===== src/design/stall_inject_pkg.sv =====
package stall_inject_pkg;

  // Random values and the threshold share one width so they compare directly
  typedef logic [15:0] rnd_t;

  // One item on the flow side
  typedef logic [31:0] data_t;

  // APB byte address and data word
  typedef logic [7:0]  apb_addr_t;
  typedef logic [31:0] apb_data_t;

  // APB request from the requester, bundled so it travels as one port
  typedef struct packed {
    logic      psel;
    logic      penable;
    logic      pwrite;
    apb_addr_t paddr;
    apb_data_t pwdata;
  } apb_req_t;

  // Register map
  // Bit 0 is enable and bit 1 selects the mixed random source
  localparam apb_addr_t addr_ctrl   = 8'h00;
  // Bits 15:0 hold the stall threshold
  localparam apb_addr_t addr_thresh = 8'h04;
  // Read-only stall count, a write of any value clears it
  localparam apb_addr_t addr_stalls = 8'h08;

  // Phase tracking for the APB slave
  typedef enum logic [1:0] {
    idle,
    setup,
    access
  } ctrl_state_e;

endpackage


===== src/design/max_lfsr.sv =====
`timescale 1ns/10ps

module max_lfsr #(
  parameter int              WIDTH = 16,
  parameter logic [WIDTH-1:0] SEED = 1
) (
  input  logic             clk,
  input  logic             rst_n,
  input  logic             enable,
  output logic             wrap,
  output logic [WIDTH-1:0] count
);

  // Tap masks for maximal-length Fibonacci sequences
  // Bit n-1 of the mask stands for tap n
  function automatic logic [31:0] taps_for(input int w);
    case (w)
      4:       taps_for = 32'h0000_000c;
      8:       taps_for = 32'h0000_00b8;
      12:      taps_for = 32'h0000_0829;
      24:      taps_for = 32'h00e1_0000;
      32:      taps_for = 32'h8020_0003;
      // Taps 16, 15, 13 and 4
      default: taps_for = 32'h0000_d008;
    endcase
  endfunction

  localparam logic [31:0] TAPS = taps_for(WIDTH);

  logic [WIDTH-1:0] count_q;
  logic [WIDTH-1:0] count_nxt;
  logic             feedback;

  // Xor of all tapped bits enters at the bottom as the register shifts left
  assign feedback  = ^(count_q & TAPS[WIDTH-1:0]);
  assign count_nxt = {count_q[WIDTH-2:0], feedback};

  // Flags the step that brings the sequence back round to its seed
  assign wrap  = enable & (count_nxt == SEED);
  assign count = count_q;

  always_ff @(posedge clk or negedge rst_n) begin
    if (!rst_n) begin
      count_q <= SEED;
    end else if (enable) begin
      count_q <= count_nxt;
    end
  end

endmodule


===== src/design/random16_wupdate.sv =====
`timescale 1ns/10ps

module random16_wupdate #(
  parameter stall_inject_pkg::rnd_t SEED = 16'h0001
) (
  input  logic                   clk,
  input  logic                   rst_n,
  input  logic                   update,
  input  logic                   use_mix,
  output stall_inject_pkg::rnd_t random
);

  stall_inject_pkg::rnd_t lfsr_count;
  stall_inject_pkg::rnd_t cnt_q;
  stall_inject_pkg::rnd_t mix_q;
  stall_inject_pkg::rnd_t mix0;
  stall_inject_pkg::rnd_t mix1;
  stall_inject_pkg::rnd_t mix2;
  stall_inject_pkg::rnd_t mix3;
  stall_inject_pkg::rnd_t mix4;
  stall_inject_pkg::rnd_t mix5;

  // The LFSR steps on the same strobe that advances the counter
  max_lfsr #(
    .WIDTH (16),
    .SEED  (SEED)
  ) u_max_lfsr (
    .clk    (clk),
    .rst_n  (rst_n),
    .enable (update),
    .wrap   (),
    .count  (lfsr_count)
  );

  // Shift/xor/add hash of the counter
  // All sums are 16 bits wide, so carries out of bit 15 drop away
  always_comb begin
    mix0 = cnt_q ^ (cnt_q >> 10);
    mix1 = mix0 + (mix0 << 3);
    mix2 = mix1 ^ (mix1 >> 2);
    mix3 = mix2 + (mix2 << 8);
    mix4 = mix3 ^ (mix3 >> 4);
    mix5 = mix4 ^ (mix4 >> 7);
  end

  // Counter only moves on update, the hash register follows it every cycle
  always_ff @(posedge clk or negedge rst_n) begin
    if (!rst_n) begin
      cnt_q <= SEED;
      mix_q <= '0;
    end else begin
      if (update) begin
        cnt_q <= cnt_q + 16'd1;
      end
      mix_q <= mix5;
    end
  end

  // Both sources are registers, so random never changes within a cycle
  assign random = use_mix ? mix_q : lfsr_count;

endmodule


===== src/design/stall_inject_ctrl.sv =====
`timescale 1ns/10ps

module stall_inject_ctrl (
  input  logic                        clk,
  input  logic                        rst_n,
  input  stall_inject_pkg::apb_req_t  apb_req,
  output stall_inject_pkg::apb_data_t prdata,
  input  logic                        want,
  output logic                        allow,
  output logic                        update,
  output logic                        use_mix,
  input  stall_inject_pkg::rnd_t      random
);

  stall_inject_pkg::ctrl_state_e state_q;
  stall_inject_pkg::ctrl_state_e state_nxt;

  logic                        enable_q;
  logic                        use_mix_q;
  stall_inject_pkg::rnd_t      thresh_q;
  stall_inject_pkg::apb_data_t stalls_q;

  logic                        apb_fire;
  logic                        apb_wr;
  logic                        apb_rd;
  logic                        stall;
  stall_inject_pkg::apb_data_t rd_mux;

  // The state names the phase of the previous cycle
  // So setup here means the current cycle is the access phase
  always_comb begin
    state_nxt = state_q;
    case (state_q)
      stall_inject_pkg::idle: begin
        if (apb_req.psel && !apb_req.penable) begin
          state_nxt = stall_inject_pkg::setup;
        end
      end
      stall_inject_pkg::setup: begin
        if (apb_req.psel && apb_req.penable) begin
          state_nxt = stall_inject_pkg::access;
        end else if (!apb_req.psel) begin
          state_nxt = stall_inject_pkg::idle;
        end
      end
      stall_inject_pkg::access: begin
        // Back-to-back transfers start their setup right away
        if (apb_req.psel && !apb_req.penable) begin
          state_nxt = stall_inject_pkg::setup;
        end else begin
          state_nxt = stall_inject_pkg::idle;
        end
      end
      default: state_nxt = stall_inject_pkg::idle;
    endcase
  end

  // A transfer completes in the access cycle, there are no wait states
  assign apb_fire = (state_q == stall_inject_pkg::setup) & apb_req.psel & apb_req.penable;
  assign apb_wr   = apb_fire & apb_req.pwrite;
  assign apb_rd   = apb_fire & ~apb_req.pwrite;

  // Unmapped addresses read back as zero
  always_comb begin
    case (apb_req.paddr)
      stall_inject_pkg::addr_ctrl:   rd_mux = {30'd0, use_mix_q, enable_q};
      stall_inject_pkg::addr_thresh: rd_mux = {16'd0, thresh_q};
      stall_inject_pkg::addr_stalls: rd_mux = stalls_q;
      default:                       rd_mux = '0;
    endcase
  end

  assign prdata = apb_rd ? rd_mux : '0;

  // Each decision point steps the random source and compares in the same cycle
  // With the injector off the gate is always allowed through
  assign update  = want & enable_q;
  assign stall   = update & (random < thresh_q);
  assign allow   = want & ~stall;
  assign use_mix = use_mix_q;

  always_ff @(posedge clk or negedge rst_n) begin
    if (!rst_n) begin
      state_q   <= stall_inject_pkg::idle;
      enable_q  <= 1'b0;
      use_mix_q <= 1'b0;
      thresh_q  <= '0;
      stalls_q  <= '0;
    end else begin
      state_q <= state_nxt;
      if (apb_wr && (apb_req.paddr == stall_inject_pkg::addr_ctrl)) begin
        enable_q  <= apb_req.pwdata[0];
        use_mix_q <= apb_req.pwdata[1];
      end
      if (apb_wr && (apb_req.paddr == stall_inject_pkg::addr_thresh)) begin
        thresh_q <= apb_req.pwdata[15:0];
      end
      // A clear from software wins over a stall in the same cycle
      if (apb_wr && (apb_req.paddr == stall_inject_pkg::addr_stalls)) begin
        stalls_q <= '0;
      end else if (stall && (stalls_q != '1)) begin
        stalls_q <= stalls_q + 32'd1;
      end
    end
  end

endmodule


===== src/design/flow_gate.sv =====
`timescale 1ns/10ps

module flow_gate (
  input  logic                    clk,
  input  logic                    rst_n,
  input  logic                    in_valid,
  input  stall_inject_pkg::data_t in_data,
  output logic                    in_ready,
  output logic                    out_valid,
  output stall_inject_pkg::data_t out_data,
  input  logic                    out_ready,
  output logic                    want,
  input  logic                    allow
);

  logic                    full_q;
  stall_inject_pkg::data_t data_q;
  logic                    load;

  // A decision is only needed when an item waits and there is room for it
  // Room means the register is empty or its item leaves this cycle
  assign want     = in_valid & (~full_q | out_ready);
  assign in_ready = want & allow;
  assign load     = in_valid & in_ready;

  // Full flag tracks whether the output register holds an item
  always_ff @(posedge clk or negedge rst_n) begin
    if (!rst_n) begin
      full_q <= 1'b0;
    end else if (load) begin
      full_q <= 1'b1;
    end else if (out_ready) begin
      full_q <= 1'b0;
    end
  end

  // Payload only, its content is qualified by full_q
  always_ff @(posedge clk) begin
    if (load) begin
      data_q <= in_data;
    end
  end

  assign out_valid = full_q;
  assign out_data  = data_q;

endmodule


===== src/design/stall_inject_top.sv =====
`timescale 1ns/10ps

module stall_inject_top #(
  parameter stall_inject_pkg::rnd_t SEED = 16'h0001
) (
  input  logic                        clk,
  input  logic                        rst_n,
  input  stall_inject_pkg::apb_req_t  apb_req,
  output stall_inject_pkg::apb_data_t prdata,
  input  logic                        in_valid,
  input  stall_inject_pkg::data_t     in_data,
  output logic                        in_ready,
  output logic                        out_valid,
  output stall_inject_pkg::data_t     out_data,
  input  logic                        out_ready
);

  logic                   want;
  logic                   allow;
  logic                   update;
  logic                   use_mix;
  stall_inject_pkg::rnd_t random;

  // Register file and the per-cycle stall decision
  stall_inject_ctrl u_stall_inject_ctrl (
    .clk     (clk),
    .rst_n   (rst_n),
    .apb_req (apb_req),
    .prdata  (prdata),
    .want    (want),
    .allow   (allow),
    .update  (update),
    .use_mix (use_mix),
    .random  (random)
  );

  // Random source stepped once per decision point
  random16_wupdate #(
    .SEED (SEED)
  ) u_random16_wupdate (
    .clk     (clk),
    .rst_n   (rst_n),
    .update  (update),
    .use_mix (use_mix),
    .random  (random)
  );

  // Data path between the producer and the consumer
  flow_gate u_flow_gate (
    .clk       (clk),
    .rst_n     (rst_n),
    .in_valid  (in_valid),
    .in_data   (in_data),
    .in_ready  (in_ready),
    .out_valid (out_valid),
    .out_data  (out_data),
    .out_ready (out_ready),
    .want      (want),
    .allow     (allow)
  );

endmodule


===== config.mk =====
export PLATFORM = sky130hd
export DESIGN_NAME = stall_inject_top
export DESIGN_NICKNAME = d
export VERILOG_FILES = /design/src/design/stall_inject_pkg.sv /design/src/design/max_lfsr.sv /design/src/design/random16_wupdate.sv /design/src/design/stall_inject_ctrl.sv /design/src/design/flow_gate.sv /design/src/design/stall_inject_top.sv
export SDC_FILE = /design/constraint.sdc
export NUM_CORES = 1
export LEC_CHECK = 0
export ABC_AREA = 1
export BUFFER_PORTS_ARGS = -buffer_cell sky130_fd_sc_hd__buf_2
export CAP_MARGIN = 20
export CELL_PAD_IN_SITES_DETAIL_PLACEMENT = 1
export CELL_PAD_IN_SITES_GLOBAL_PLACEMENT = 2
export CORE_MARGIN = 4
export CORE_UTILIZATION = 30
export CTS_CLUSTER_DIAMETER = 150
export DETAILED_ROUTE_END_ITERATION = 7
export HOLD_SLACK_MARGIN = 0.15
export PLACE_DENSITY_LB_ADDON = 0.1
export SYNTH_ARGS = -nofsm -noshare
export SYNTH_HDL_FRONTEND = slang
export SYNTH_SLANG_ARGS = --single-unit
export TNS_END_PERCENT = 1

===== constraint.sdc =====
create_clock -name clk -period 3.4 [get_ports clk]
set_clock_uncertainty 0.05 [all_clocks]
set_input_delay 0.51 -clock clk [delete_from_list [all_inputs] [get_ports clk]]
set_output_delay 0.51 -clock clk [all_outputs]
set_load 0.01 [all_outputs]

==> impl_metrics.py <==
metrics = {
    "run_status": {
        "status": "finished with violations",
        "failed_checks": "negative setup slack",
    },
    "worst_setup_path": {
        "arrival_ns": 3.94,
        "critPathTopFamily": "simple AND/OR/NAND/NOR gates",
        "startpoint_type": "flip-flop",
        "required_ns": 3.67,
        "crit_type": "reg -> reg",
        "cp_common_cell": "nand2_1",
        "cp_max_fo": 4,
        "crit_buf_inv": 4,
        "max_stage_delay_ns": 0.56,
        "cp_cell_sequence": "xor2_2, ha_2, inv_1, fa_2, inv_2, nand3_2, nand2_2, a21oi_2, nor2_1, nor2_1, xor2_1, xor2_1, ha_1, buf_4, nand2_1, a31oi_1, or2_2, nand2_2, inv_2, nand2_1, nand2_1, nand3_1, nand2_1",
        "cp_slowest_cell": "dfstp_2",
        "crit_path_end_kind": "flip-flop",
    },
    "placement": {
        "numPortBuffers": 128,
        "routabilityCongestion": 0.814,
        "dpl.hpwl_mm": 20.1,
        "dp_cells": 1562,
    },
    "synthesis": {
        "ys_seq_elements": 133,
        "synth.top_cell.area_share": 0.304,
        "syn_area_per_cell_um2": 8.04,
        "synth_warnings": 0,
        "yosys-top-cells-count": "nand2_1 (266), inv_1 (128), dfrtp_1 (99)",
        "synth-async-reset-ratio": 0.759,
        "syn_nets": 1131,
        "yosys-top-cells-area": "dfrtp_1 (30%), nand2_1 (12%), edfxtp_1 (12%), xor2_1 (6.1%), inv_1 (5.9%)",
        "synth.cell_area_mm2": 0.00816,
        "ys_types": 44,
        "synth_edf_count": 32,
        "yosysMostFrequentCell": "nand2_1",
        "ys_seq_area_frac": 0.428,
        "synth_area_leader_cell": "dfrtp_1",
        "synthCells": 1014,
        "synth_ff_type": "dfrtp_1",
    },
    "pwr": {
        "p_leak_nw": 5.49,
        "pwr_density_cell_mw_per_mm2": 362,
        "ir_worst_vdd_uv": 336,
        "power_mw": 3.90,
    },
    "route": {
        "drt_pass1_iterations": 4,
        "drcViolationCount": 0,
        "vias_per_cell": 4.56,
        "ant_nets": 0,
        "routedWlPerCell_um": 15.7,
        "drt_iter0_drc": 179,
        "wl_mm": 25.0,
        "via_count": 7283,
    },
    "final_layout": {
        "regArea_mm2": 0.00349,
        "area_growth_syn_to_layout_pct": 31.9,
        "layout-drive-gt1-share": 0.283,
        "final_cells": 1598,
        "fillers": 3279,
        "fin_util": 0.400,
        "multi_input_comb_area_mm2": 0.00424,
        "nets": 1360,
    },
    "sta": {
        "period_minus_slack_ns": 3.67,
        "rsz0062_at_grt": "yes",
        "fin_crit_sh": 1.08,
        "max_slew_margin": 0.515,
        "setup_viol_count_final": 15,
        "maxSlewViolCount": 0,
        "report.final.hold_viol_count": 0,
        "holdWs_ns": 0.196,
        "max_freq_mhz": 272,
        "setup_tns_ns": -2.52,
        "worst_slack_ns": -0.275,
        "tightest_slew_ns": 0.728,
    },
    "global_routing": {
        "top_usage_layer": "met2",
        "grtUsageMet2": 0.314,
        "grtUsageTotal": 0.169,
        "grt_pass1_vias": 7856,
        "grtUsageMet1": 0.205,
        "grt_overflow": 0,
        "grt_max_degree": 51,
        "grt_first_pass_wirelength_mm": 40.9,
        "antenna_found_initial": 1,
        "gr-usage-met3": 0.0282,
    },
    "floorplanning": {
        "dieArea_mm2": 0.0299,
        "core_area_mm2": 0.0269,
        "die_w_um": 173,
        "io_pins": 145,
        "start_util": 0.303,
        "dieHeight_um": 173,
        "std_cell_rows": 60,
    },
    "clock_network": {
        "path_clk_slew_ns": 0.06,
        "numCtsBuffers": 17,
        "clockBufferDepth": 2,
        "htreeDepth": 4,
        "cts_root_buffer": "clkbuf_16",
        "clk_latency_ns": 0.43,
        "cts_tree": "done",
        "cts.sinks": 133,
    },
    "job": {
        "drv_cap": 0,
    },
    "worst_hold_path": {
        "hp-class": "in -> reg",
    },
}
-- cells in the final DEF, fill, tap and decap left out, types with 32 or more instances in the layout --
cell / netlist / routed
nand2_1: 266 / 254
buf_2: 0 / 127
inv_1: 128 / 124
buf_4: 0 / 101
dfrtp_1: 99 / 98
nor2_1: 80 / 80
xor2_1: 57 / 51
nand3_1: 52 / 46
a21oi_1: 49 / 43
nor3_1: 36 / 36
o21ai_0: 37 / 35
ha_1: 36 / 32
edfxtp_1: 32 / 32
-- cell families (layout without fill, tap and decap cells) --
group / Yosys count / count (layout) / share of synthesized area
buf+inv: 156 / 398 / 0.0764
other cells: 0 / 1 / 0
flops: 133 / 133 / 0.428
compound gates: 124 / 124 / 0.0858
fa+ha+maj: 38 / 38 / 0.0601
simple gates: 482 / 482 / 0.263
xor+xnor: 81 / 81 / 0.0870
-- sequential cells by signal, summed over array words and instances, names as in the netlist --
name / count
u_flow_gate.out_data: 32
u_flow_gate.out_valid: 1
u_random16_wupdate.cnt_q: 16
u_random16_wupdate.mix_q: 16
u_random16_wupdate.u_max_lfsr.count: 16
u_stall_inject_ctrl.enable_q: 1
u_stall_inject_ctrl.stalls_q: 32
u_stall_inject_ctrl.state_q: 2
u_stall_inject_ctrl.thresh_q: 16
u_stall_inject_ctrl.use_mix: 1
-- routing by layer --
| metal | vias to the layer above | wire length, um |
|---|---|---|
| met3 | 21 | 533 |
| met5 | - | 0 |
| li1 | 3723 | - |
| met4 | 0 | 337 |
| met1 | 3461 | 11000 |
| met2 | 78 | 13100 |
-- through the flow --
step	cell area (um2)	setup WS [ns]
after floorplan	8210	-0.117
after global placement	9970	-0.291
after detailed placement	9970	-0.326
after CTS	10700	-0.256
after global routing	10800	-0.601
final	10800	-0.275
-- power breakdown --
group,internal (mW),switching [mW],total [mW]
logic,0.101,0.161,0.262
clock network,1.06,0.858,1.92
registers,1.69,0.0266,1.72
total,2.85,1.05,3.90
-- final cells by class --
cell class	count	share of cell area
Antenna cell	1	0.000233
Clock inverter	15	0.0172
Clock buffer	17	0.0396
Tap cell	341	0.0397
Inverter	133	0.0464
Timing Repair Buffer	233	0.138
Sequential cell	133	0.325
Multi-Input combinational cell	725	0.394
-- what timing repair did --
action,4_1_cts,5_1_grt
setup endpoints to repair,16,17
hold buffers,1,0
gates cloned,0,0
endpoints found under the hold margin,47,0
pin swaps,12,9
setup buffers,1,1
gates resized for setup,26,12
-- final timing paths --
check / from / endpoint / slack [ns] / depth (start not counted)
min in group asynchronous: rst_n / u_stall_inject_ctrl.stalls_q[21]$_DFFE_PN0P_ / 0.62 / 2
hold reg to reg: u_stall_inject_ctrl.state_q[1]$_DFFE_PN0P_ / u_stall_inject_ctrl.state_q[1]$_DFFE_PN0P_ / 0.42 / 1
setup reg to reg: u_random16_wupdate.cnt_q[0]$_DFFE_PN1P_ / u_random16_wupdate.mix_q[2]$_DFF_PN0_ / -0.27 / 23
setup / recovery: u_random16_wupdate.cnt_q[0]$_DFFE_PN1P_ / u_random16_wupdate.mix_q[2]$_DFF_PN0_ / -0.27 / 23
hold / removal: apb_req[41] / u_stall_inject_ctrl.state_q[0]$_DFFE_PN0P_ / 0.20 / 2
max in group asynchronous: rst_n / u_stall_inject_ctrl.stalls_q[12]$_DFFE_PN0P_ / 1.89 / 3
No activity file was read; power rests on OpenSTA's default activity.
